`src/common/snd_pkg.sv`:
```
package snd_pkg;

    // Sound CPU bus
    localparam int ADDR_W = 21;
    localparam int DATA_W = 8;

    // Program ROM window is the low 64 KB of the CPU space
    localparam int ROM_AW = 16;

    // Work RAM, 8 KB
    localparam int RAM_AW = 13;

    // Audio path
    localparam int SND_W     = 16;
    localparam int MIX_W     = SND_W + 3;
    localparam int SND_MAX   = 2 ** (SND_W - 1) - 1;
    localparam int SND_MIN   = -(2 ** (SND_W - 1));
    localparam int PERIOD_W  = 12;
    localparam int PHI_W     = PERIOD_W - DATA_W;
    localparam int AMP_SHIFT = 4;

    // Address regions seen by the decoder
    typedef enum logic [2:0] {
        REG_ROM,
        REG_RAM,
        REG_TONE,
        REG_LATCH,
        REG_NONE
    } region_e;

    // Tone register offsets, A[2:0]
    typedef enum logic [2:0] {
        CH0_PLO = 3'd0,
        CH0_PHI = 3'd1,
        CH0_VOL = 3'd2,
        CH1_PLO = 3'd3,
        CH1_PHI = 3'd4,
        CH1_VOL = 3'd5
    } tone_reg_e;

    // A[20] low is ROM, otherwise A[17:15] picks the peripheral
    function automatic region_e addr_region(input logic [ADDR_W-1:0] a);
        if (!a[20]) begin
            return REG_ROM;
        end
        case (a[17:15])
            3'b000:  return REG_RAM;
            3'b001:  return REG_TONE;
            3'b010:  return REG_LATCH;
            default: return REG_NONE;
        endcase
    endfunction

endpackage

```
`src/tone/snd_mixer.sv`:
```
`timescale 1ns/1ps

module snd_mixer (
    input  logic                              clk,
    input  logic                              rst_n,
    input  logic                              tick,
    input  logic signed [snd_pkg::SND_W-1:0]  ch0_amp,
    input  logic signed [snd_pkg::SND_W-1:0]  ch1_amp,
    input  logic                              enable_tone,
    input  logic [1:0]                        fxlevel,

    output logic signed [snd_pkg::SND_W-1:0]  snd,
    output logic                              sample,
    output logic                              peak
);

    // Headroom for two channels and a gain of 8
    logic signed [snd_pkg::MIX_W-1:0] a0;
    logic signed [snd_pkg::MIX_W-1:0] a1;
    logic signed [snd_pkg::MIX_W-1:0] sum;
    logic signed [snd_pkg::MIX_W-1:0] gained;
    logic                             clip_hi;
    logic                             clip_lo;

    assign a0 = ch0_amp;
    assign a1 = ch1_amp;

    // Channel enable mutes both voices
    assign sum = enable_tone ? a0 + a1 : '0;

    // Effects gain of 1, 2, 4 or 8
    assign gained = sum <<< fxlevel;

    assign clip_hi = gained > snd_pkg::SND_MAX;
    assign clip_lo = gained < snd_pkg::SND_MIN;

    always_ff @(posedge clk) begin
        if (!rst_n) begin
            snd    <= '0;
            sample <= 1'b0;
            peak   <= 1'b0;
        end else begin
            sample <= tick;
            if (tick) begin
                if (clip_hi) begin
                    snd <= snd_pkg::SND_W'(snd_pkg::SND_MAX);
                end else if (clip_lo) begin
                    snd <= snd_pkg::SND_W'(snd_pkg::SND_MIN);
                end else begin
                    snd <= gained[snd_pkg::SND_W-1:0];
                end
                // Flag follows each sample, not sticky
                peak <= clip_hi | clip_lo;
            end
        end
    end

endmodule

```
`config.mk`:
```
export PLATFORM = sky130hd
export DESIGN_NAME = snd_mixer
export DESIGN_NICKNAME = d
export VERILOG_FILES = /design/src/common/snd_pkg.sv /design/src/tone/snd_mixer.sv
export SDC_FILE = /design/constraint.sdc
export NUM_CORES = 1
export LEC_CHECK = 0
export BUFFER_PORTS_ARGS = -buffer_cell sky130_fd_sc_hd__buf_4
export CAP_MARGIN = 5
export CORE_MARGIN = 4
export CORE_UTILIZATION = 48
export DETAILED_ROUTE_END_ITERATION = 10
export PLACE_DENSITY = 0.8
export SLEW_MARGIN = 20
export SYNTH_ARGS = -nofsm -noshare
export SYNTH_HDL_FRONTEND = slang
export SYNTH_SLANG_ARGS = --single-unit
```
`constraint.sdc`:
```
create_clock -name clk -period 2.6 [get_ports clk]
set_input_delay 0.13 -clock clk [delete_from_list [all_inputs] [get_ports clk]]
set_output_delay 0.13 -clock clk [all_outputs]
set_load 0.03 [all_outputs]
```
==> run metrics <==
pwr dens 423 nW/µm²; final core occ 0.724; first-pass GRT wire length approximately 9000 µm; initial antenna violation count 0; die width around 74 µm; sw frac 0.400; Starting Density 0.509; Ports 56; Final Hold Vio Count 0; global routing met3 resource utilization 0.0150; vias per inst 5.76; WL/cell 14.5 µm; CTS tree built; dominant cell type by area after synthesis dfxtp_1; final non-filler cell total between 400 and 500; die height 73.8 µm; post-route clock period utilization 0.997; DRT Wirelength a little under 6000 µm; layout cell share with drive strength beyond 1 0.404; Max Fclk roughly 0.39 GHz; hold path depth 2; clk root buf clkbuf_8; ys flop type dfxtp_1; syn_area_per_cell 7.67 µm²; RSZ-0062 raised after global routing true; most common cell in the synthesized netlist o21ai_0; row count 23; post-DP HPWL about 4400 µm; nature of the critical path startpoint primary input; number of port buffers 55; Slew Limit Fails 0; max_cap viols 0; Data arrival, critical path 2.73 ns; top cells by count, synth 30 x o21ai_0, 24 x nand2_1, 23 x a21oi_1; met1 Use GR 0.250; RD Place Congestion between 0.8 and 0.9; drt drc 0; skew final 0 ns; Seq pwr share 0.250; TritonCTS Buffers 3; Post-synth ARST share 0; Core ar. ~4100 µm²; placed cell count a little under 400; switching power about 500 µW; gr busiest metal met2; largest net degree at the start of global routing 21; Yosys warnings 0; synthesized instance count around 270; fin crit period between 2 and 3 ns; initial drt markers roughly 130; crit path kind primary input to flip-flop; static leakage ~1.3 nW; Worst Setup Slack, final about 0.0076 ns; post-route cell area between 2000 and 3000 µm²; Clock Power Share 0.151; grt met2 use 0.350; peak supply drop roughly 0.00017 V; WHS Endpoint snd[15]; vias around 2300; DRT Pass-1 Iters 6; CP max FO 8; grt ovf 0; Cell Int Power between 700 and 800 µW; die area about 5400 µm²; Logic pwr share 0.598; largest cells by area after synthesis dfxtp_1 17%, ha_1 9.6%, o21ai_0 7.2%; Worst Hold Launch rst_n; post-synth net total 326; CP Capture Type flip-flop; Worst-Skew Late Latency 0.25 ns; clk buf depth 2; DP Area 2740 µm²; worst-case reg-to-reg path depth 2; max_slew headroom 0.670; setup TNS 0 ns; Slew @ Worst Pin between 0.4 and 0.5 ns; Setup-failing EPs final 0; register area share after synthesis 0.173; nets just over 400; synthesis-stage register bit count 18; worst setup path start ch1_amp[0]; Worst Path Required roughly 2.7 ns; CTS Sinks 18; DRT antenna net count 0; worst reg2reg startpoint snd[12]; htree depth 1; outcome complete, no violations; ANT cells 0; Clock transition at path regs roughly 0.060 ns; post-synth top area share 0.173; min-delay worst type primary input to flip-flop; Synth Cell Area between 2000 and 2500 µm²; Setup WS pre-CTS -0.260 ns; Yosys cell types between 50 and 60; Post-synth EDFFs 0; r2r setup slk between 1.5 and 2 ns; gr usage total 0.198; vias in the first global route 2091; R2R Path End snd[12]; Layout area overhead 42.4%
layout by cell type (no fill, tap or decap), types with 4 or more instances in the layout:
cell type	instances
a21oi_1	15
o21a_1	4
a21o_1	5
and2_1	4
o21ai_0	27
ha_1	14
xnor2_1	5
o31a_1	4
nor3_1	4
nor2_1	12
mux2i_1	5
dfxtp_1	18
a21oi_2	19
nand3_1	12
a211oi_1	4
buf_4	88
nand2_1	24
inv_1	8
nor2b_1	4
worst max-delay path by stage:
stage	endpoint	slack (ns)	depth (start not counted)
after floorplan	snd[13]	0.01	13
after global placement	snd[8]	-0.17	11
after detailed placement	snd[8]	-0.26	13
after CTS	snd[8]	0.01	13
after global routing	snd[4]	-0.10	14
final	snd[8]	0.008	14
critical path, stage by stage:
cell and delay (ns):
buf_8 0.07, ha_4 0.13, inv_2 0.04, fa_2 0.38, nor2b_4 0.16, o31ai_4 0.11
a211oi_4 0.35, o21bai_1 0.13, a211oi_2 0.20, buf_4 0.17, nor3_4 0.05, o211ai_1 0.36
o311a_4 0.37, a21oi_2 0.07
routing by layer:
layer | part of all wire | vias to the layer above | wire [µm]
met5 | 0 | - | 0
met4 | 0.026 | 0 | 150
met3 | 0.050 | 11 | 294
met2 | 0.50 | 80 | 2920
met1 | 0.42 | 1040 | 2480
li1 | - | 1197 | -
power by group through the flow:
stage	clock network (mW)	registers, mW	logic [mW]
after CTS	0.190	0.313	0.678
after global routing	0.200	0.316	0.812
after global placement	0	0.318	0.657
final	0.189	0.313	0.749
after floorplan	0	0.368	0.392
after detailed placement	0	0.319	0.675
kinds of logic (layout without fill, tap and decap cells):
logic type                 count (synthesis)  after routing  share of synthesized area
DFF                                       18             18                      0.173
adders and majority gates                 17             17                      0.106
AOI/OAI and AO/OA                        115            116                      0.393
muxes                                      9              9                     0.0451
xor gates and xnor gates                   8              8                     0.0337
buffers and inverters                     22            104                     0.0481
and+or+nand+nor                           82             82                      0.201
per-stage QoR:
| step | hold WS (ns) | total power [mW] |
|---|---|---|
| finish | 0.203 | 1.25 |
| global route | 0.229 | 1.33 |
| CTS | 0.200 | 1.18 |
| detailed placement | 0.465 | 0.994 |
| global placement | 0.462 | 0.975 |
| floorplan | 0.268 | 0.760 |
registers in the layout, summed over array words and instances, names as in the netlist:
register	flops
peak	1
sample	1
snd	16
repair_timing:
action | CTS | global route
pin swaps | 1 | 16
endpoints found under the hold margin | 0 | 0
cloned | 0 | 1
hold buffers | 0 | 0
resized for setup | 0 | 31
buffers inserted | 0 | 5
endpoints found under the setup margin | 1 | 16
cell type report:
type / instances / area, µm²
Inverter: 10 / 37.5
Timing Repair Buffer: 91 / 707
Sequential cell: 18 / 360
Tap cell: 50 / 62.6
Fill cell: 323 / 1130
Multi-Input combinational cell: 232 / 1750
Clock buffer: 3 / 41.3
Power figures use the tool's default switching activity.
