===== src/common/snd_pkg.sv =====
package snd_pkg;

    // Sound CPU bus
    localparam int ADDR_W = 21;
    localparam int DATA_W = 8;

    // Program ROM window is the low 64 KB of the CPU space
    localparam int ROM_AW = 16;

    // Work RAM, 8 KB
    localparam int RAM_AW = 13;

    // Audio path
    localparam int SND_W     = 16;
    localparam int MIX_W     = SND_W + 3;
    localparam int SND_MAX   = 2 ** (SND_W - 1) - 1;
    localparam int SND_MIN   = -(2 ** (SND_W - 1));
    localparam int PERIOD_W  = 12;
    localparam int PHI_W     = PERIOD_W - DATA_W;
    localparam int AMP_SHIFT = 4;

    // Address regions seen by the decoder
    typedef enum logic [2:0] {
        REG_ROM,
        REG_RAM,
        REG_TONE,
        REG_LATCH,
        REG_NONE
    } region_e;

    // Tone register offsets, A[2:0]
    typedef enum logic [2:0] {
        CH0_PLO = 3'd0,
        CH0_PHI = 3'd1,
        CH0_VOL = 3'd2,
        CH1_PLO = 3'd3,
        CH1_PHI = 3'd4,
        CH1_VOL = 3'd5
    } tone_reg_e;

    // A[20] low is ROM, otherwise A[17:15] picks the peripheral
    function automatic region_e addr_region(input logic [ADDR_W-1:0] a);
        if (!a[20]) begin
            return REG_ROM;
        end
        case (a[17:15])
            3'b000:  return REG_RAM;
            3'b001:  return REG_TONE;
            3'b010:  return REG_LATCH;
            default: return REG_NONE;
        endcase
    endfunction

endpackage


===== src/bus/snd_bus_decode.sv =====
`timescale 1ns/1ps

module snd_bus_decode (
    input  logic                        clk,
    input  logic                        rst_n,

    // Sound CPU bus
    input  logic [snd_pkg::ADDR_W-1:0]  addr,
    input  logic                        wrn,
    input  logic                        rdn,
    input  logic                        sx,
    input  logic                        ce,

    // Read data sources
    input  logic [snd_pkg::DATA_W-1:0]  rom_data,
    input  logic                        rom_ok,
    input  logic [snd_pkg::DATA_W-1:0]  ram_dout,
    input  logic [snd_pkg::DATA_W-1:0]  tone_dout,
    input  logic [snd_pkg::DATA_W-1:0]  latch_dout,

    // Chip selects held from sx to ce
    output logic                        rom_cs,
    output logic                        ram_cs,
    output logic                        tone_cs,
    output logic                        latch_cs,
    output logic                        wr_stb,
    output logic [snd_pkg::DATA_W-1:0]  cpu_din,
    output logic                        wait_n
);

    snd_pkg::region_e           region;
    logic [snd_pkg::DATA_W-1:0] rd_mux;

    assign region = snd_pkg::addr_region(addr);

    // Writes land on the cycle-end strobe
    // The top qualifies the strobe with the chip select
    assign wr_stb = ce & ~wrn;

    // Selects are set on sx and dropped on ce
    always_ff @(posedge clk) begin
        if (!rst_n) begin
            rom_cs   <= 1'b0;
            ram_cs   <= 1'b0;
            tone_cs  <= 1'b0;
            latch_cs <= 1'b0;
            wait_n   <= 1'b1;
        end else begin
            if (sx) begin
                rom_cs   <= region == snd_pkg::REG_ROM;
                ram_cs   <= region == snd_pkg::REG_RAM;
                tone_cs  <= region == snd_pkg::REG_TONE;
                latch_cs <= region == snd_pkg::REG_LATCH;
            end else if (ce) begin
                rom_cs   <= 1'b0;
                ram_cs   <= 1'b0;
                tone_cs  <= 1'b0;
                latch_cs <= 1'b0;
            end
            // Stall the CPU while the ROM request is outstanding
            wait_n <= !rom_cs || rom_ok;
        end
    end

    // Priority read mux where unmapped space floats high
    always_comb begin
        if (ram_cs) begin
            rd_mux = ram_dout;
        end else if (tone_cs) begin
            rd_mux = tone_dout;
        end else if (latch_cs) begin
            rd_mux = latch_dout;
        end else if (rom_cs) begin
            rd_mux = rom_data;
        end else begin
            rd_mux = 8'hff;
        end
    end

    // Only sampled during read cycles
    always_ff @(posedge clk) begin
        if (!rdn) begin
            cpu_din <= rd_mux;
        end
    end

    // A bus cycle never opens and closes on the same clock
    a_sx_ce_apart : assert property (@(posedge clk) disable iff (!rst_n)
        !(sx && ce))
        else $error("sx and ce high together");

    // CPU must hold the cycle open while waiting on ROM
    a_no_ce_in_wait : assert property (@(posedge clk) disable iff (!rst_n)
        ce |-> wait_n)
        else $error("ce raised while wait_n low");

endmodule


===== config.mk =====
export PLATFORM = sky130hd
export DESIGN_NAME = snd_bus_decode
export DESIGN_NICKNAME = d
export VERILOG_FILES = /design/src/common/snd_pkg.sv /design/src/bus/snd_bus_decode.sv
export SDC_FILE = /design/constraint.sdc
export NUM_CORES = 1
export LEC_CHECK = 0
export ABC_AREA = 1
export BUFFER_PORTS_ARGS = -buffer_cell sky130_fd_sc_hd__buf_2
export CAP_MARGIN = 20
export CORE_MARGIN = 2
export CORE_UTILIZATION = 38
export CTS_CLUSTER_SIZE = 28
export DETAILED_ROUTE_END_ITERATION = 8
export PLACE_DENSITY = 0.83
export SYNTH_ARGS = -nofsm -noshare
export SYNTH_HDL_FRONTEND = slang
export SYNTH_SLANG_ARGS = --single-unit

===== constraint.sdc =====
create_clock -name clk -period 3 [get_ports clk]
set_clock_uncertainty 0.15 [all_clocks]
set_input_delay 0.3 -clock clk [delete_from_list [all_inputs] [get_ports clk]]
set_output_delay 0.3 -clock clk [all_outputs]
set_load 0.02 [all_outputs]

==> results of run 1 <==
==> cells by family after synthesis <==
family                 after synthesis  synth area share, %
flip-flops                          13                 41.7
AO/OA/AOI/OAI                       10                 6.14
AND/OR/NAND/NOR                     75                 38.5
buffers and inverters               24                 13.6
==> worst min path at each step <==
stage	from	end	slack, ns	depth (start not counted)
4_1_cts	rst_n	wait_n	0.06	2
3_3_place_gp	rom_ok	wait_n	0.33	3
3_5_place_dp	rom_ok	wait_n	0.34	3
5_1_grt	rst_n	wait_n	0.06	2
6_report	rst_n	wait_n	0.06	2
2_1_floorplan	rst_n	wait_n	0.22	1
==> state kept, by name, indices dropped and copies added (netlist names) <==
| register | cells |
|---|---|
| ram_cs | 1 |
| wait_n | 1 |
| tone_cs | 1 |
| cpu_din | 8 |
| rom_cs | 1 |
| latch_cs | 1 |
==> cells in the final DEF, fill, tap and decap left out <==
cell type,count
inv_2,1
nand2_1,45
nor2_1,16
buf_2,56
dfxtp_1,5
nor2_4,1
clkbuf_1,1
a21oi_1,10
nand3b_1,2
nand3_1,7
clkbuf_4,3
nor3_1,1
inv_1,18
nor2_2,3
edfxtp_1,8
==> per-layer routing <==
layer,track usage [%],routed length (um),share of wire [%]
met1,19.7,858,45
met2,28.5,907,47
met3,4.17,145,7.5
met4,5.41,11,0.57
met5,0,0,0
==> layout make-up <==
class                      count  area (um^2)
clock buffer                   4         26.3
fill                         215          886
inverter                      19         71.3
multi-input combinational     85          364
sequential                    13          340
tap                           27         33.8
timing repair buffer          56          280
==> power by group through the flow <==
stage	combinational (mW)	clock, mW	sequential, mW
2_1_floorplan	0.0278	0	0.213
3_3_place_gp	0.0711	0	0.206
3_5_place_dp	0.0732	0	0.206
4_1_cts	0.0739	0.106	0.202
5_1_grt	0.0821	0.116	0.203
6_report	0.0732	0.103	0.202
==> impl_metrics.py, run 1 <==
metrics = {
    "run_status": {
        "status": "finished, final reports clean",
    },
    "logic_synthesis": {
        "synth_common_cells": "45 x nand2_1, 18 x inv_1, 16 x nor2_1",
        "yosys.area.top_type_share_pct": 29.4,
        "synth_cells": 122,
        "synthTopCellsByArea": "edfxtp_1 29%, nand2_1 21%, dfxtp_1 12%",
        "synth_area_leader_cell": "edfxtp_1",
        "syn-cell-area_um2": 816,
        "syn-mean-instance-area_um2": 6.69,
        "synth.most_common_cell": "nand2_1",
        "synth_seq_cells": 13,
        "syn-num-nets": 182,
        "synthDistinctLibCells": 16,
        "synth_edf_count": 8,
        "postSynth.asyncResetShare_pct": 0,
        "synth_flop_cell": "edfxtp_1",
        "yosysSeqAreaShare_pct": 41.7,
        "synth_warnings": 0,
    },
    "timing": {
        "setup-violations-final": 0,
        "hold_violations": 0,
        "fin_hold_ws_ns": 0.0589,
        "grt_setup_unrepaired": "false",
        "finalCritPeriodShare_pct": 54.3,
        "slew_viol_final": 0,
        "period_needed_ns": 1.63,
        "tightest_slew_ns": 0.523,
        "relSlewSlack_pct": 65.1,
        "fin_ws_ns": 1.37,
        "max_freq_mhz": 614,
        "setup_tns_ns": 0,
    },
    "final_layout": {
        "final_cell_area_um2": 1120,
        "layout-drive-gt1-share_pct": 36.2,
        "final_cells": 204,
        "finish.utilization_pct": 55.8,
        "antenna_cells": 0,
        "syn2layout_area_growth_pct": 36.8,
        "layout.nets": 238,
    },
    "placed_design": {
        "placed_area_um2": 1090,
        "dp.cells": 200,
        "globalplace.congestion": 0.821,
        "portBuffers": 56,
        "hpwl_um": 1610,
        "post-place-ws_ns": 1.57,
    },
    "drt": {
        "wl_per_cell_um": 9.43,
        "antenna_left": 0,
        "vias_per_cell": 4.40,
        "wl_um": 1920,
        "firstDrtPassIters": 3,
        "drcViolationCount": 0,
        "via_count": 898,
        "drt_iter0_markers": 15,
    },
    "worst_setup_path": {
        "cp_top_family": "flip-flops",
        "critPathLaunchType": "register",
        "reg2regPathDepth": 5,
        "worstPathCellList": "buf_2",
        "path_buf_inv": 1,
        "cp_slowest_cell": "dfxtp_1",
        "crit_fanout": 17,
        "r2r_setup_slack_ns": 1.56,
        "cp-end-kind": "output port",
        "slowest_delay_ns": 0.65,
        "cp.depth": 1,
        "regToRegStartpoint": "latch_cs",
        "critPathKind": "reg -> out",
        "cp.required_ns": 2.55,
        "rr_endpoint": "cpu_din[3]",
        "cp_data_arrival_time_ns": 1.18,
        "setup.worst_path.end": "ram_cs",
        "setup.worst_path.start": "ram_cs",
    },
    "power_and_ir_drop": {
        "leakage_nw": 0.599,
        "p_comb_share_pct": 19.3,
        "total_power_mw": 0.379,
        "switching_power_mw": 0.0956,
        "power_frac_clock_pct": 27.3,
        "peakVddDrop_mv": 0.202,
        "power_frac_seq_pct": 53.3,
        "switching_share_pct": 25.3,
        "powerDensity_nw_per_um2": 339,
        "p_int_mw": 0.283,
    },
    "grt": {
        "antenna_found_initial": 0,
        "grt_usage_pct": 16.4,
        "first_global_vias": 816,
        "grt_pass1_wl_um": 3190,
        "grt_start_max_net_pins": 18,
        "grt-ovfl-total": 0,
    },
    "clock_network": {
        "postCtsSetupBuffers": 0,
        "numCtsBuffers": 3,
        "cts_buffer_depth": 2,
        "cts_resized": 0,
        "clkTransAtPathRegs_ns": 0.07,
        "cts.sinks": 13,
        "cts_root_buf": "clkbuf_4",
        "cts_tree": "yes",
        "clk_latency_ns": 0.26,
        "h-tree-depth": 1,
        "cts_hold_buf": 0,
    },
    "die": {
        "start_util_pct": 40.7,
        "rows": 16,
        "die_y_um": 50.3,
        "die_x_um": 50.3,
        "die-area_um2": 2530,
        "core_area_um2": 2000,
        "num_io_pins": 74,
    },
    "worst_hold_path": {
        "hold_class": "in -> reg",
    },
    "flow_run": {
        "cap_violations": 0,
    },
}
Note: power is estimated with default switching activity, not from simulation.
==> inputs of run 2 (changes only) <==
--- a/config.mk
+++ b/config.mk
@@ -9,10 +9,10 @@
 export BUFFER_PORTS_ARGS = -buffer_cell sky130_fd_sc_hd__buf_2
 export CAP_MARGIN = 20
 export CORE_MARGIN = 2
-export CORE_UTILIZATION = 38
+export CORE_UTILIZATION = 36
 export CTS_CLUSTER_SIZE = 28
 export DETAILED_ROUTE_END_ITERATION = 8
-export PLACE_DENSITY = 0.83
+export PLACE_DENSITY = 0.79
 export SYNTH_ARGS = -nofsm -noshare
 export SYNTH_HDL_FRONTEND = slang
 export SYNTH_SLANG_ARGS = --single-unit
==> constraint.sdc (replaced) <==
create_clock -name clk -period 1.65 [get_ports clk]
set_clock_uncertainty 0.15 [all_clocks]
set_input_delay 0.165 -clock clk [delete_from_list [all_inputs] [get_ports clk]]
set_output_delay 0.165 -clock clk [all_outputs]
set_load 0.02 [all_outputs]
==> run 2 against run 1 <==
Effect of this change:
- largest cell class unchanged
- clock-buffer cell count did not move
- first-iteration DRC count unchanged
- worst hold slack got worse by 0.042 ns
- via count shrank 1.9%
- final cell count grew 1.5%
- final area increased by 1.9%
==> impl_metrics.py, run 2 (synthesis results as in run 1) <==
metrics = {
    "worst_setup_path": {
        "cp.required_ns": 1.33,
        "cp-end-kind": "output port",
        "critPathLaunchType": "register",
        "critPathKind": "reg -> out",
        "cp_slowest_cell": "dfxtp_1",
        "slowest_delay_ns": 0.67,
        "crit_fanout": 17,
        "path_buf_inv": 1,
        "cp_top_family": "flip-flops",
        "worstPathCellList": "buf_2",
        "cp_data_arrival_time_ns": 1.21,
    },
    "drt": {
        "wl_per_cell_um": 9.18,
        "antenna_left": 0,
        "via_count": 881,
        "firstDrtPassIters": 4,
        "wl_um": 1900,
        "drcViolationCount": 0,
        "vias_per_cell": 4.26,
        "drt_iter0_markers": 15,
    },
    "placed_design": {
        "globalplace.congestion": 0.836,
        "portBuffers": 56,
        "hpwl_um": 1540,
    },
    "clock_network": {
        "cts_resized": 0,
        "clk_latency_ns": 0.27,
        "cts_root_buf": "clkbuf_4",
        "cts_buffer_depth": 2,
        "numCtsBuffers": 3,
        "cts.sinks": 13,
        "clkTransAtPathRegs_ns": 0.08,
        "h-tree-depth": 1,
        "cts_tree": "yes",
    },
    "timing": {
        "setup_tns_ns": 0,
        "setup-violations-final": 0,
        "tightest_slew_ns": 0.550,
        "period_needed_ns": 1.53,
        "max_freq_mhz": 655,
        "slew_viol_final": 0,
        "fin_hold_ws_ns": 0.0169,
        "relSlewSlack_pct": 63.3,
        "hold_violations": 0,
        "finalCritPeriodShare_pct": 92.5,
        "grt_setup_unrepaired": "false",
    },
    "power_and_ir_drop": {
        "peakVddDrop_mv": 0.250,
        "powerDensity_nw_per_um2": 612,
        "leakage_nw": 0.605,
    },
    "grt": {
        "antenna_found_initial": 0,
        "grt_pass1_wl_um": 2960,
        "grt-ovfl-total": 0,
        "grt_start_max_net_pins": 18,
        "first_global_vias": 740,
        "grt_usage_pct": 14.5,
    },
    "worst_hold_path": {
        "hold_class": "in -> reg",
    },
    "final_layout": {
        "final_common_cell": "buf_2",
        "mostFrequentLayoutCells": "56 x buf_2, 45 x nand2_1, 18 x inv_1",
        "layout.nets": 240,
        "antenna_cells": 0,
        "layout-drive-gt1-share_pct": 35.8,
        "regMostFlops": "cpu_din",
        "syn2layout_area_growth_pct": 39.4,
        "largest_register_ffs": 8,
    },
    "flow_run": {
        "cap_violations": 0,
    },
    "die": {
        "start_util_pct": 37.6,
        "die_y_um": 51.6,
        "num_io_pins": 74,
        "core_area_um2": 2170,
        "die-area_um2": 2660,
        "rows": 17,
        "die_x_um": 51.6,
    },
    "run_status": {
        "status": "finished, final reports clean",
    },
}
-- run 2: cell types whose count changed in the layout (fill, tap and decap cells not counted), sizes merged --
cell	previous run	this run
dlygate4sd3	0	2
-- run 2: worst paths after layout --
kind | slack (ns) | depth (start not counted) | endpoint | from
max | 0.12 | 1 | ram_cs | ram_cs
min | 0.02 | 3 | cpu_din[3] | ram_dout[3]
max reg2reg | 0.13 | 4 | wait_n | rom_cs
min reg2reg | 0.42 | 2 | tone_cs | tone_cs
-- run 2: repair_timing --
action                    4_1_cts  5_1_grt
buffers inserted                0        0
hold endpoints to repair        1        0
hold buffers                    2        0
-- run 2: report_power, final --
group | internal [mW] | switching (mW)
Sequential | 0.359 | 0.00808
Combinational | 0.0641 | 0.0705
Clock | 0.0935 | 0.100
Total | 0.517 | 0.179
-- run 2: area by class of cell --
| class | count | area [um^2] |
|---|---|---|
| fill | 221 | 1030 |
| multi-input combinational | 85 | 364 |
| sequential | 13 | 340 |
| timing repair buffer | 58 | 300 |
| inverter | 19 | 71.3 |
| tap | 28 | 35.0 |
| clock buffer | 4 | 26.3 |
-- run 2: metal layers --
layer  vias to the layer above  track usage, %  share of wire, %
met1                       360            17.1                41
li1                        487               -                 -
met5                         -               0                 0
met3                         2            3.45               8.3
met4                         0            5.70              0.79
met2                        32            25.4                50
-- run 2: per-stage QoR --
step	area, um^2	total power, mW	setup WS (ns)	util (%)	std cells
floorplan	816	0.438	0.313	-	122
global placement	1090	0.504	0.274	50.3	201
detailed placement	1090	0.506	0.245	50.3	201
CTS	1140	0.698	0.122	52.4	207
global route	1140	0.732	0.0299	52.4	207
finish	1140	0.696	0.123	52.4	207
