**src/common/snd_pkg.sv**
```systemverilog
package snd_pkg;

    // Sound CPU bus
    localparam int ADDR_W = 21;
    localparam int DATA_W = 8;

    // Program ROM window is the low 64 KB of the CPU space
    localparam int ROM_AW = 16;

    // Work RAM, 8 KB
    localparam int RAM_AW = 13;

    // Audio path
    localparam int SND_W     = 16;
    localparam int MIX_W     = SND_W + 3;
    localparam int SND_MAX   = 2 ** (SND_W - 1) - 1;
    localparam int SND_MIN   = -(2 ** (SND_W - 1));
    localparam int PERIOD_W  = 12;
    localparam int PHI_W     = PERIOD_W - DATA_W;
    localparam int AMP_SHIFT = 4;

    // Address regions seen by the decoder
    typedef enum logic [2:0] {
        REG_ROM,
        REG_RAM,
        REG_TONE,
        REG_LATCH,
        REG_NONE
    } region_e;

    // Tone register offsets, A[2:0]
    typedef enum logic [2:0] {
        CH0_PLO = 3'd0,
        CH0_PHI = 3'd1,
        CH0_VOL = 3'd2,
        CH1_PLO = 3'd3,
        CH1_PHI = 3'd4,
        CH1_VOL = 3'd5
    } tone_reg_e;

    // A[20] low is ROM, otherwise A[17:15] picks the peripheral
    function automatic region_e addr_region(input logic [ADDR_W-1:0] a);
        if (!a[20]) begin
            return REG_ROM;
        end
        case (a[17:15])
            3'b000:  return REG_RAM;
            3'b001:  return REG_TONE;
            3'b010:  return REG_LATCH;
            default: return REG_NONE;
        endcase
    endfunction

endpackage

```
**src/snd_cmd_latch.sv**
```systemverilog
`timescale 1ns/1ps

module snd_cmd_latch (
    input  logic                        clk,
    input  logic                        rst_n,

    // From main CPU
    input  logic                        snreq,
    input  logic [snd_pkg::DATA_W-1:0]  latch,

    // Sound CPU read of the latch
    input  logic                        rd_ack,

    output logic [snd_pkg::DATA_W-1:0]  cmd,
    output logic                        irq_n
);

    logic pending;

    // Last command byte from the main CPU
    always_ff @(posedge clk) begin
        if (snreq) begin
            cmd <= latch;
        end
    end

    // New command beats an ack on the same cycle
    always_ff @(posedge clk) begin
        if (!rst_n) begin
            pending <= 1'b0;
        end else if (snreq) begin
            pending <= 1'b1;
        end else if (rd_ack) begin
            pending <= 1'b0;
        end
    end

    assign irq_n = ~pending;

endmodule

```
**config.mk**
```make
export PLATFORM = sky130hd
export DESIGN_NAME = snd_cmd_latch
export DESIGN_NICKNAME = d
export VERILOG_FILES = /design/src/common/snd_pkg.sv /design/src/snd_cmd_latch.sv
export SDC_FILE = /design/constraint.sdc
export NUM_CORES = 1
export LEC_CHECK = 0
export BUFFER_PORTS_ARGS = -buffer_cell sky130_fd_sc_hd__buf_4
export CAP_MARGIN = 20
export CORE_AREA = 2 2 39 41
export CTS_CLUSTER_DIAMETER = 80
export DETAILED_ROUTE_END_ITERATION = 10
export DIE_AREA = 0 0 41 43
export GPL_TIMING_DRIVEN = 0
export HOLD_SLACK_MARGIN = 0.12
export PLACE_DENSITY = 0.59
export SLEW_MARGIN = 20
export SYNTH_ARGS = -nofsm -noshare
export SYNTH_HDL_FRONTEND = slang
export SYNTH_SLANG_ARGS = --single-unit
```
**constraint.sdc**
```tcl
create_clock -name clk -period 0.8 [get_ports clk]
set_input_delay 0.08 -clock clk [delete_from_list [all_inputs] [get_ports clk]]
set_output_delay 0.08 -clock clk [all_outputs]
set_load 0.01 [all_outputs]
```
==> results of run 1 <==
## area by class of cell
| cell class | count | area [um2] |
|---|---|---|
| Fill cell | 135 | 785 |
| Timing Repair Buffer | 29 | 274 |
| Sequential cell | 9 | 262 |
| Clock buffer | 4 | 26.3 |
| Tap cell | 16 | 20.0 |
| Multi-Input combinational cell | 2 | 13.8 |
| Inverter | 1 | 3.75 |
## per-stage QoR
step / power [W] / setup slack (ns) / util / instances
5_1_grt: 0.00114 / -0.0866 / 0.433 / 61
6_report: 0.00108 / -0.0525 / 0.433 / 61
2_1_floorplan: 0.000597 / 0.141 / - / 12
3_3_place_gp: 0.000694 / 0.133 / 0.324 / 48
4_1_cts: 0.00109 / -0.0659 / 0.425 / 61
3_5_place_dp: 0.000702 / 0.124 / 0.324 / 48
## logic make-up (layout without fill, tap and decap cells)
logic type / Yosys count / in the layout / synth area share
AO/OA/AOI/OAI: 1 / 1 / 0.0270
buffers and inverters: 1 / 34 / 0.0135
flip-flops: 9 / 9 / 0.937
AND/OR/NAND/NOR: 1 / 1 / 0.0225
## worst max path at each step
stage / start / end / depth (start not counted)
after global routing: cmd[3] / cmd[3] / 1
after floorplan: pending / pending / 2
final: cmd[3] / cmd[3] / 1
after global placement: pending / pending / 2
after detailed placement: pending / pending / 2
after CTS: cmd[3] / cmd[3] / 1
## report_power, final
part | internal (W) | switching, W
Sequential | 0.000553 | 0.0000166
Combinational | 0.000127 | 0.0000544
Clock | 0.000191 | 0.000134
## synth_stat cells
| cell type | n |
|---|---|
| sky130_fd_sc_hd__edfxtp_1 | 8 |
| sky130_fd_sc_hd__inv_1 | 1 |
| sky130_fd_sc_hd__o21a_1 | 1 |
| sky130_fd_sc_hd__nor2b_1 | 1 |
| sky130_fd_sc_hd__dfxtp_1 | 1 |
## placed cells by master, fill, tap and decap left out
master	n
sky130_fd_sc_hd__clkbuf_4	3
sky130_fd_sc_hd__buf_4	11
sky130_fd_sc_hd__edfxtp_1	8
sky130_fd_sc_hd__nor2b_1	1
sky130_fd_sc_hd__inv_2	1
sky130_fd_sc_hd__clkbuf_1	1
sky130_fd_sc_hd__o21a_1	1
sky130_fd_sc_hd__dlygate4sd3_1	9
sky130_fd_sc_hd__dfxtp_2	1
sky130_fd_sc_hd__buf_6	9
## flip-flops by register name, summed over array words and instances (netlist names)
signal and flops:
cmd 8, pending 1
## timing repair
item / 4_1_cts / 5_1_grt
hold endpoints to repair: 17 / 8
resized for setup: 8 / 3
setup endpoints to repair: 9 / 9
## layer usage
metal,GRT usage,share of wire,vias to the layer above
li1,-,-,110
met1,0.0714,0.36,93
met2,0.119,0.48,19
met3,0.0419,0.15,0
met4,0.0600,0,0
met5,0,0,-
==> reports/results.tsv, run 1 <==
stage	metric	value	unit
run_status	result of the run	finished, violations left	
run_status	violations in the final reports	setup timing	
clocking	number of post-CTS setup repair buffers	0	
timing	worst max-slew margin expressed relative to the limit	0.927	
timing	transition time at the pin with the least slew margin	0.109	ns
worst_setup_path	series of cell instances along the critical path	buf_6	
timing	total negative setup slack	-0.325	ns
finish	final non-filler cell area	599	um2
timing	worst setup margin	-0.0525	ns
worst_setup_path	end of the worst register-to-register path	pending	
clocking	root cell of the clock tree	sky130_fd_sc_hd__clkbuf_4	
grt	vias in the first global route	231	
timing	shortest period the worst path allows	0.852	ns
die	Die Ht	43	um
finish	diode count	0	
yosys	cell count after synthesis	12	
clocking	clock net sink count	9	
worst_setup_path	critical-path maximum fanout	1	
grt	antenna violations before repair	0	
worst_setup_path	top cell family by delay on the critical path	flip-flops	
worst_setup_path	nature of the critical path startpoint	flop	
placed_design	placed instance area	448	um2
worst_setup_path	Critical Path RT	0.72	ns
yosys	post-synthesis area per instance	23.1	um2
finish	area overhead of the layout relative to synthesis	116	%
placed_design	number of port buffers	20	
power_and_ir_drop	IR drop worst, VDD	814	uV
clocking	clock latency at the later pin of the worst-skew pair	0.25	ns
die	die area	1760	um2
routing	detailed router's first-iteration violation count	0	
die	initial standard-cell utilization of the core	0.201	
timing	setup-violating endpoint count in the final report	8	
worst_setup_path	CP Capture Type	output pin	
routing	total via count in the routed design	222	
yosys	distinct cell type count after synthesis	5	
yosys	post-synth design cell area	278	um2
placed_design	post-detailed-placement half-perimeter wirelength	530	um
worst_setup_path	setup slack of the worst register-to-register path	0.11	ns
timing	Pins Over Slew Limit	0	
timing	Post-Route Skew	0	ns
routing	vias per cell	3.64	
timing	post-route fraction of the period consumed by the critical path	1.07	
worst_setup_path	arrival time of the worst setup path	0.77	ns
worst_hold_path	destination of the worst hold path	cmd[0]	
clocking	clock-pin slew of the registers on the worst-case setup and hold paths	0.06	ns
yosys	area share of the largest cell type after synthesis	0.865	
clocking	Hold Buf Count CTS	9	
finish	fraction of final layout cells sized beyond drive strength 1	0.556	
worst_setup_path	Setup Crit Path Kind	flop to output pin	
yosys	ranking of synthesized cells by area	sky130_fd_sc_hd__edfxtp_1 (86%), sky130_fd_sc_hd__dfxtp_1 (7.2%), sky130_fd_sc_hd__o21a_1 (2.7%), sky130_fd_sc_hd__nor2b_1 (2.3%), sky130_fd_sc_hd__inv_1 (1.4%)	
clocking	maximum clock insertion buffer count	2	
grt	wire length of the first global-routing pass	834	um
yosys	total of warnings raised by yosys	0	
timing	Max Fclk	1170	MHz
clocking	count of H-tree levels built during CTS	1	
yosys	sequential cell area fraction in the yosys report	0.937	
worst_hold_path	cell depth of the worst min-delay path	1	
die	core region area	1380	um2
yosys	register bit count reported by yosys	9	
routing	Final ANT Viol Nets	0	
power_and_ir_drop	power density over cell area	1800	nW/um2
worst_setup_path	r2r worst-path depth	2	
timing	Hold Vio Cnt, Final	0	
die	placement row count	14	
power_and_ir_drop	leakage power	0.254	nW
worst_hold_path	Hold Crit Start	snreq	
worst_setup_path	origin of the critical flop-to-flop path	pending	
timing	setup repair after global routing missed its margin	true	
routing	wire length per cell	10.0	um
routing	drt drc	0	
yosys	post-synthesis net count	24	
placed_design	gp weighted congestion	0.619	
die	num ports	21	
grt	Total GRT Usage	0.0776	
grt	largest net degree at the start of global routing	10	
flow_run	count of max-cap constraint violations	0	
die	die span in x	41	um
finish	final net count	58	
worst_setup_path	slowest cell on the critical path	sky130_fd_sc_hd__edfxtp_1	
yosys	area leader, netlist	sky130_fd_sc_hd__edfxtp_1	
timing	final hold slack	0.112	ns
worst_hold_path	HP Class	input pin to flop	
worst_setup_path	buffer and inverter count on the worst path	1	
clocking	CTS buffer count	3	
routing	Post-Route WL	612	um
worst_setup_path	slowest stage delay, CP	0.39	ns
routing	drt first pass iters	1	
clocking	TritonCTS clock tree	done	
grt	GRT overflow	0	
Note: power is estimated with default switching activity, not from simulation.
==> inputs of run 2 (changes only) <==
--- a/config.mk
+++ b/config.mk
@@ -11,7 +11,6 @@
 export CTS_CLUSTER_DIAMETER = 80
 export DETAILED_ROUTE_END_ITERATION = 10
 export DIE_AREA = 0 0 41 43
-export GPL_TIMING_DRIVEN = 0
 export HOLD_SLACK_MARGIN = 0.12
 export PLACE_DENSITY = 0.59
 export SLEW_MARGIN = 20
==> run 2 against run 1 <==
The run still ends with setup timing left. Global-route usage up 1.5 points. Die area unchanged. Final area down 1.3%. Sequential share of layout area up 0.55 points. Combinational power about the same.
==> reports/results.tsv, run 2 (synthesis results as in run 1) <==
stage	metric	value	unit	change
timing	final hold slack	0.119	ns	+0.00679 ns
flow_run	count of max-cap constraint violations	0		unchanged
clocking	CTS buffer count	3		unchanged
power_and_ir_drop	power density over cell area	1810	nW/um2	+0.88%
routing	vias per cell	3.84		+5.4%
placed_design	placed instance area	448	um2	unchanged
die	die span in x	41	um	unchanged
finish	final non-filler cell area	592	um2	-1.3%
clocking	count of H-tree levels built during CTS	1		unchanged
timing	post-route fraction of the period consumed by the critical path	1.07		+0.00556
finish	commonest cells after routing, fill and taps aside	sky130_fd_sc_hd__buf_4 (13), sky130_fd_sc_hd__dlygate4sd3_1 (9), sky130_fd_sc_hd__edfxtp_1 (8), sky130_fd_sc_hd__buf_6 (7), sky130_fd_sc_hd__clkbuf_4 (3)		
grt	antenna violations before repair	0		unchanged
worst_setup_path	series of cell instances along the critical path	buf_6		
clocking	TritonCTS clock tree	done		
routing	total via count in the routed design	234		+5.4%
finish	register name with the most flops	cmd		
timing	shortest period the worst path allows	0.857	ns	+0.00445 ns
finish	leading cell type in the layout, fill and taps excluded	sky130_fd_sc_hd__buf_4		
finish	final net count	58		unchanged
timing	Max Fclk	1170	MHz	-0.52%
worst_setup_path	top cell family by delay on the critical path	flip-flops		
run_status	violations in the final reports	setup timing		
finish	diode count	0		unchanged
finish	biggest registers after layout	cmd x8, pending x1		
timing	setup-violating endpoint count in the final report	8		unchanged
routing	Final ANT Viol Nets	0		unchanged
grt	GRT overflow	0		unchanged
worst_setup_path	arrival time of the worst setup path	0.78	ns	about the same
timing	setup repair after global routing missed its margin	true		
routing	drt drc	0		unchanged
worst_setup_path	CP Capture Type	output pin		
grt	Total GRT Usage	0.0930		+0.0153
die	die area	1760	um2	unchanged
routing	Post-Route WL	680	um	+11%
power_and_ir_drop	leakage power	0.251	nW	-0.98%
worst_setup_path	slowest cell on the critical path	sky130_fd_sc_hd__edfxtp_1		
routing	wire length per cell	11.1	um	+11%
placed_design	gp weighted congestion	0.618		about the same
clocking	maximum clock insertion buffer count	2		unchanged
worst_setup_path	Setup Crit Path Kind	flop to output pin		
die	placement row count	14		unchanged
clocking	Hold Buf Count CTS	9		unchanged
routing	drt first pass iters	1		unchanged
die	Die Ht	43	um	unchanged
timing	transition time at the pin with the least slew margin	0.116	ns	+0.00687 ns
worst_setup_path	nature of the critical path startpoint	flop		
power_and_ir_drop	Pwr Total	0.00107	W	-0.39%
run_status	result of the run	finished, violations left		
timing	Post-Route Skew	0	ns	unchanged
worst_setup_path	buffer and inverter count on the worst path	1		unchanged
worst_setup_path	critical-path maximum fanout	1		unchanged
clocking	root cell of the clock tree	sky130_fd_sc_hd__clkbuf_4		
worst_setup_path	Critical Path RT	0.72	ns	about the same
finish	Seq. cell area	262	um2	unchanged
finish	area overhead of the layout relative to synthesis	113	%	
placed_design	worst slack at placement	0.131	ns	+0.00653 ns
finish	fraction of final layout cells sized beyond drive strength 1	0.556		unchanged
clocking	clock-pin slew of the registers on the worst-case setup and hold paths	0.06	ns	about the same
die	core region area	1380	um2	unchanged
routing	detailed router's first-iteration violation count	0		unchanged
worst_hold_path	HP Class	input pin to flop		
clocking	clock latency at the later pin of the worst-skew pair	0.25	ns	about the same
timing	worst max-slew margin expressed relative to the limit	0.923		-0.00458
worst_setup_path	slowest stage delay, CP	0.39	ns	about the same
grt	vias in the first global route	258		+12%
timing	worst setup margin	-0.0569	ns	-0.00445 ns
clocking	number of post-CTS setup repair buffers	0		unchanged
clocking	clock net sink count	9		unchanged
finish	number of flip-flops under the largest register name	8		unchanged
placed_design	number of port buffers	20		unchanged
die	num ports	21		unchanged
power_and_ir_drop	IR drop worst, VDD	1060	uV	+31%
finish	multi-input logic area	13.8	um2	unchanged
die	initial standard-cell utilization of the core	0.201		unchanged
timing	Pins Over Slew Limit	0		unchanged
grt	largest net degree at the start of global routing	10		unchanged
finish	fill cell count	132		-2.2%
timing	Hold Vio Cnt, Final	0		unchanged
grt	wire length of the first global-routing pass	986	um	+18%
run 2: cell counts in the layout (fill, tap and decap cells not counted):
Identical to the previous run, type by type.
run 2: worst register-to-register path: stages, from the launching register on:
cell                      delay [ns]
sky130_fd_sc_hd__dfxtp_2        0.32
sky130_fd_sc_hd__nor2b_1        0.12
sky130_fd_sc_hd__o21a_1         0.15
run 2: cell type report:
type                       count  share of cell area
multi-input combinational      2              0.0233
inverter                       1             0.00634
timing repair buffer          29               0.450
sequential                     9               0.442
tap                           16              0.0338
clock buffer                   4              0.0444
run 2: worst paths after layout:
path / startpoint / to / slack (ns) / depth (start not counted)
setup / recovery: cmd[2] / cmd[2] / -0.06 / 1
hold / removal: snreq / cmd[3] / 0.12 / 1
setup reg to reg: pending / pending / 0.11 / 2
hold reg to reg: pending / pending / 0.58 / 2
run 2: per-stage QoR:
stage	cells	utilization	setup TNS, ns
4_1_cts	61	0.422	-0.472
3_3_place_gp	48	0.324	0
3_5_place_dp	48	0.324	0
2_1_floorplan	12	-	0
5_1_grt	61	0.428	-0.657
6_report	61	0.428	-0.330
run 2: where the power goes:
group	total (W)	internal (W)	switching (W)
clock network	0.000325	0.000191	0.000135
registers	0.000568	0.000553	0.0000153
logic	0.000178	0.000122	0.0000560
total	0.00107	0.000866	0.000206
run 2: layer usage:
layer | global-route usage | part of all wire
met3 | 0.0838 | 0.19
met1 | 0.0748 | 0.31
met4 | 0.0400 | 0
met5 | 0 | 0
met2 | 0.147 | 0.49
run 2: repair_timing:
action,4_1_cts,5_1_grt
setup endpoints to repair,9,9
gates cloned,0,0
resized for setup,7,2
hold endpoints to repair,17,8
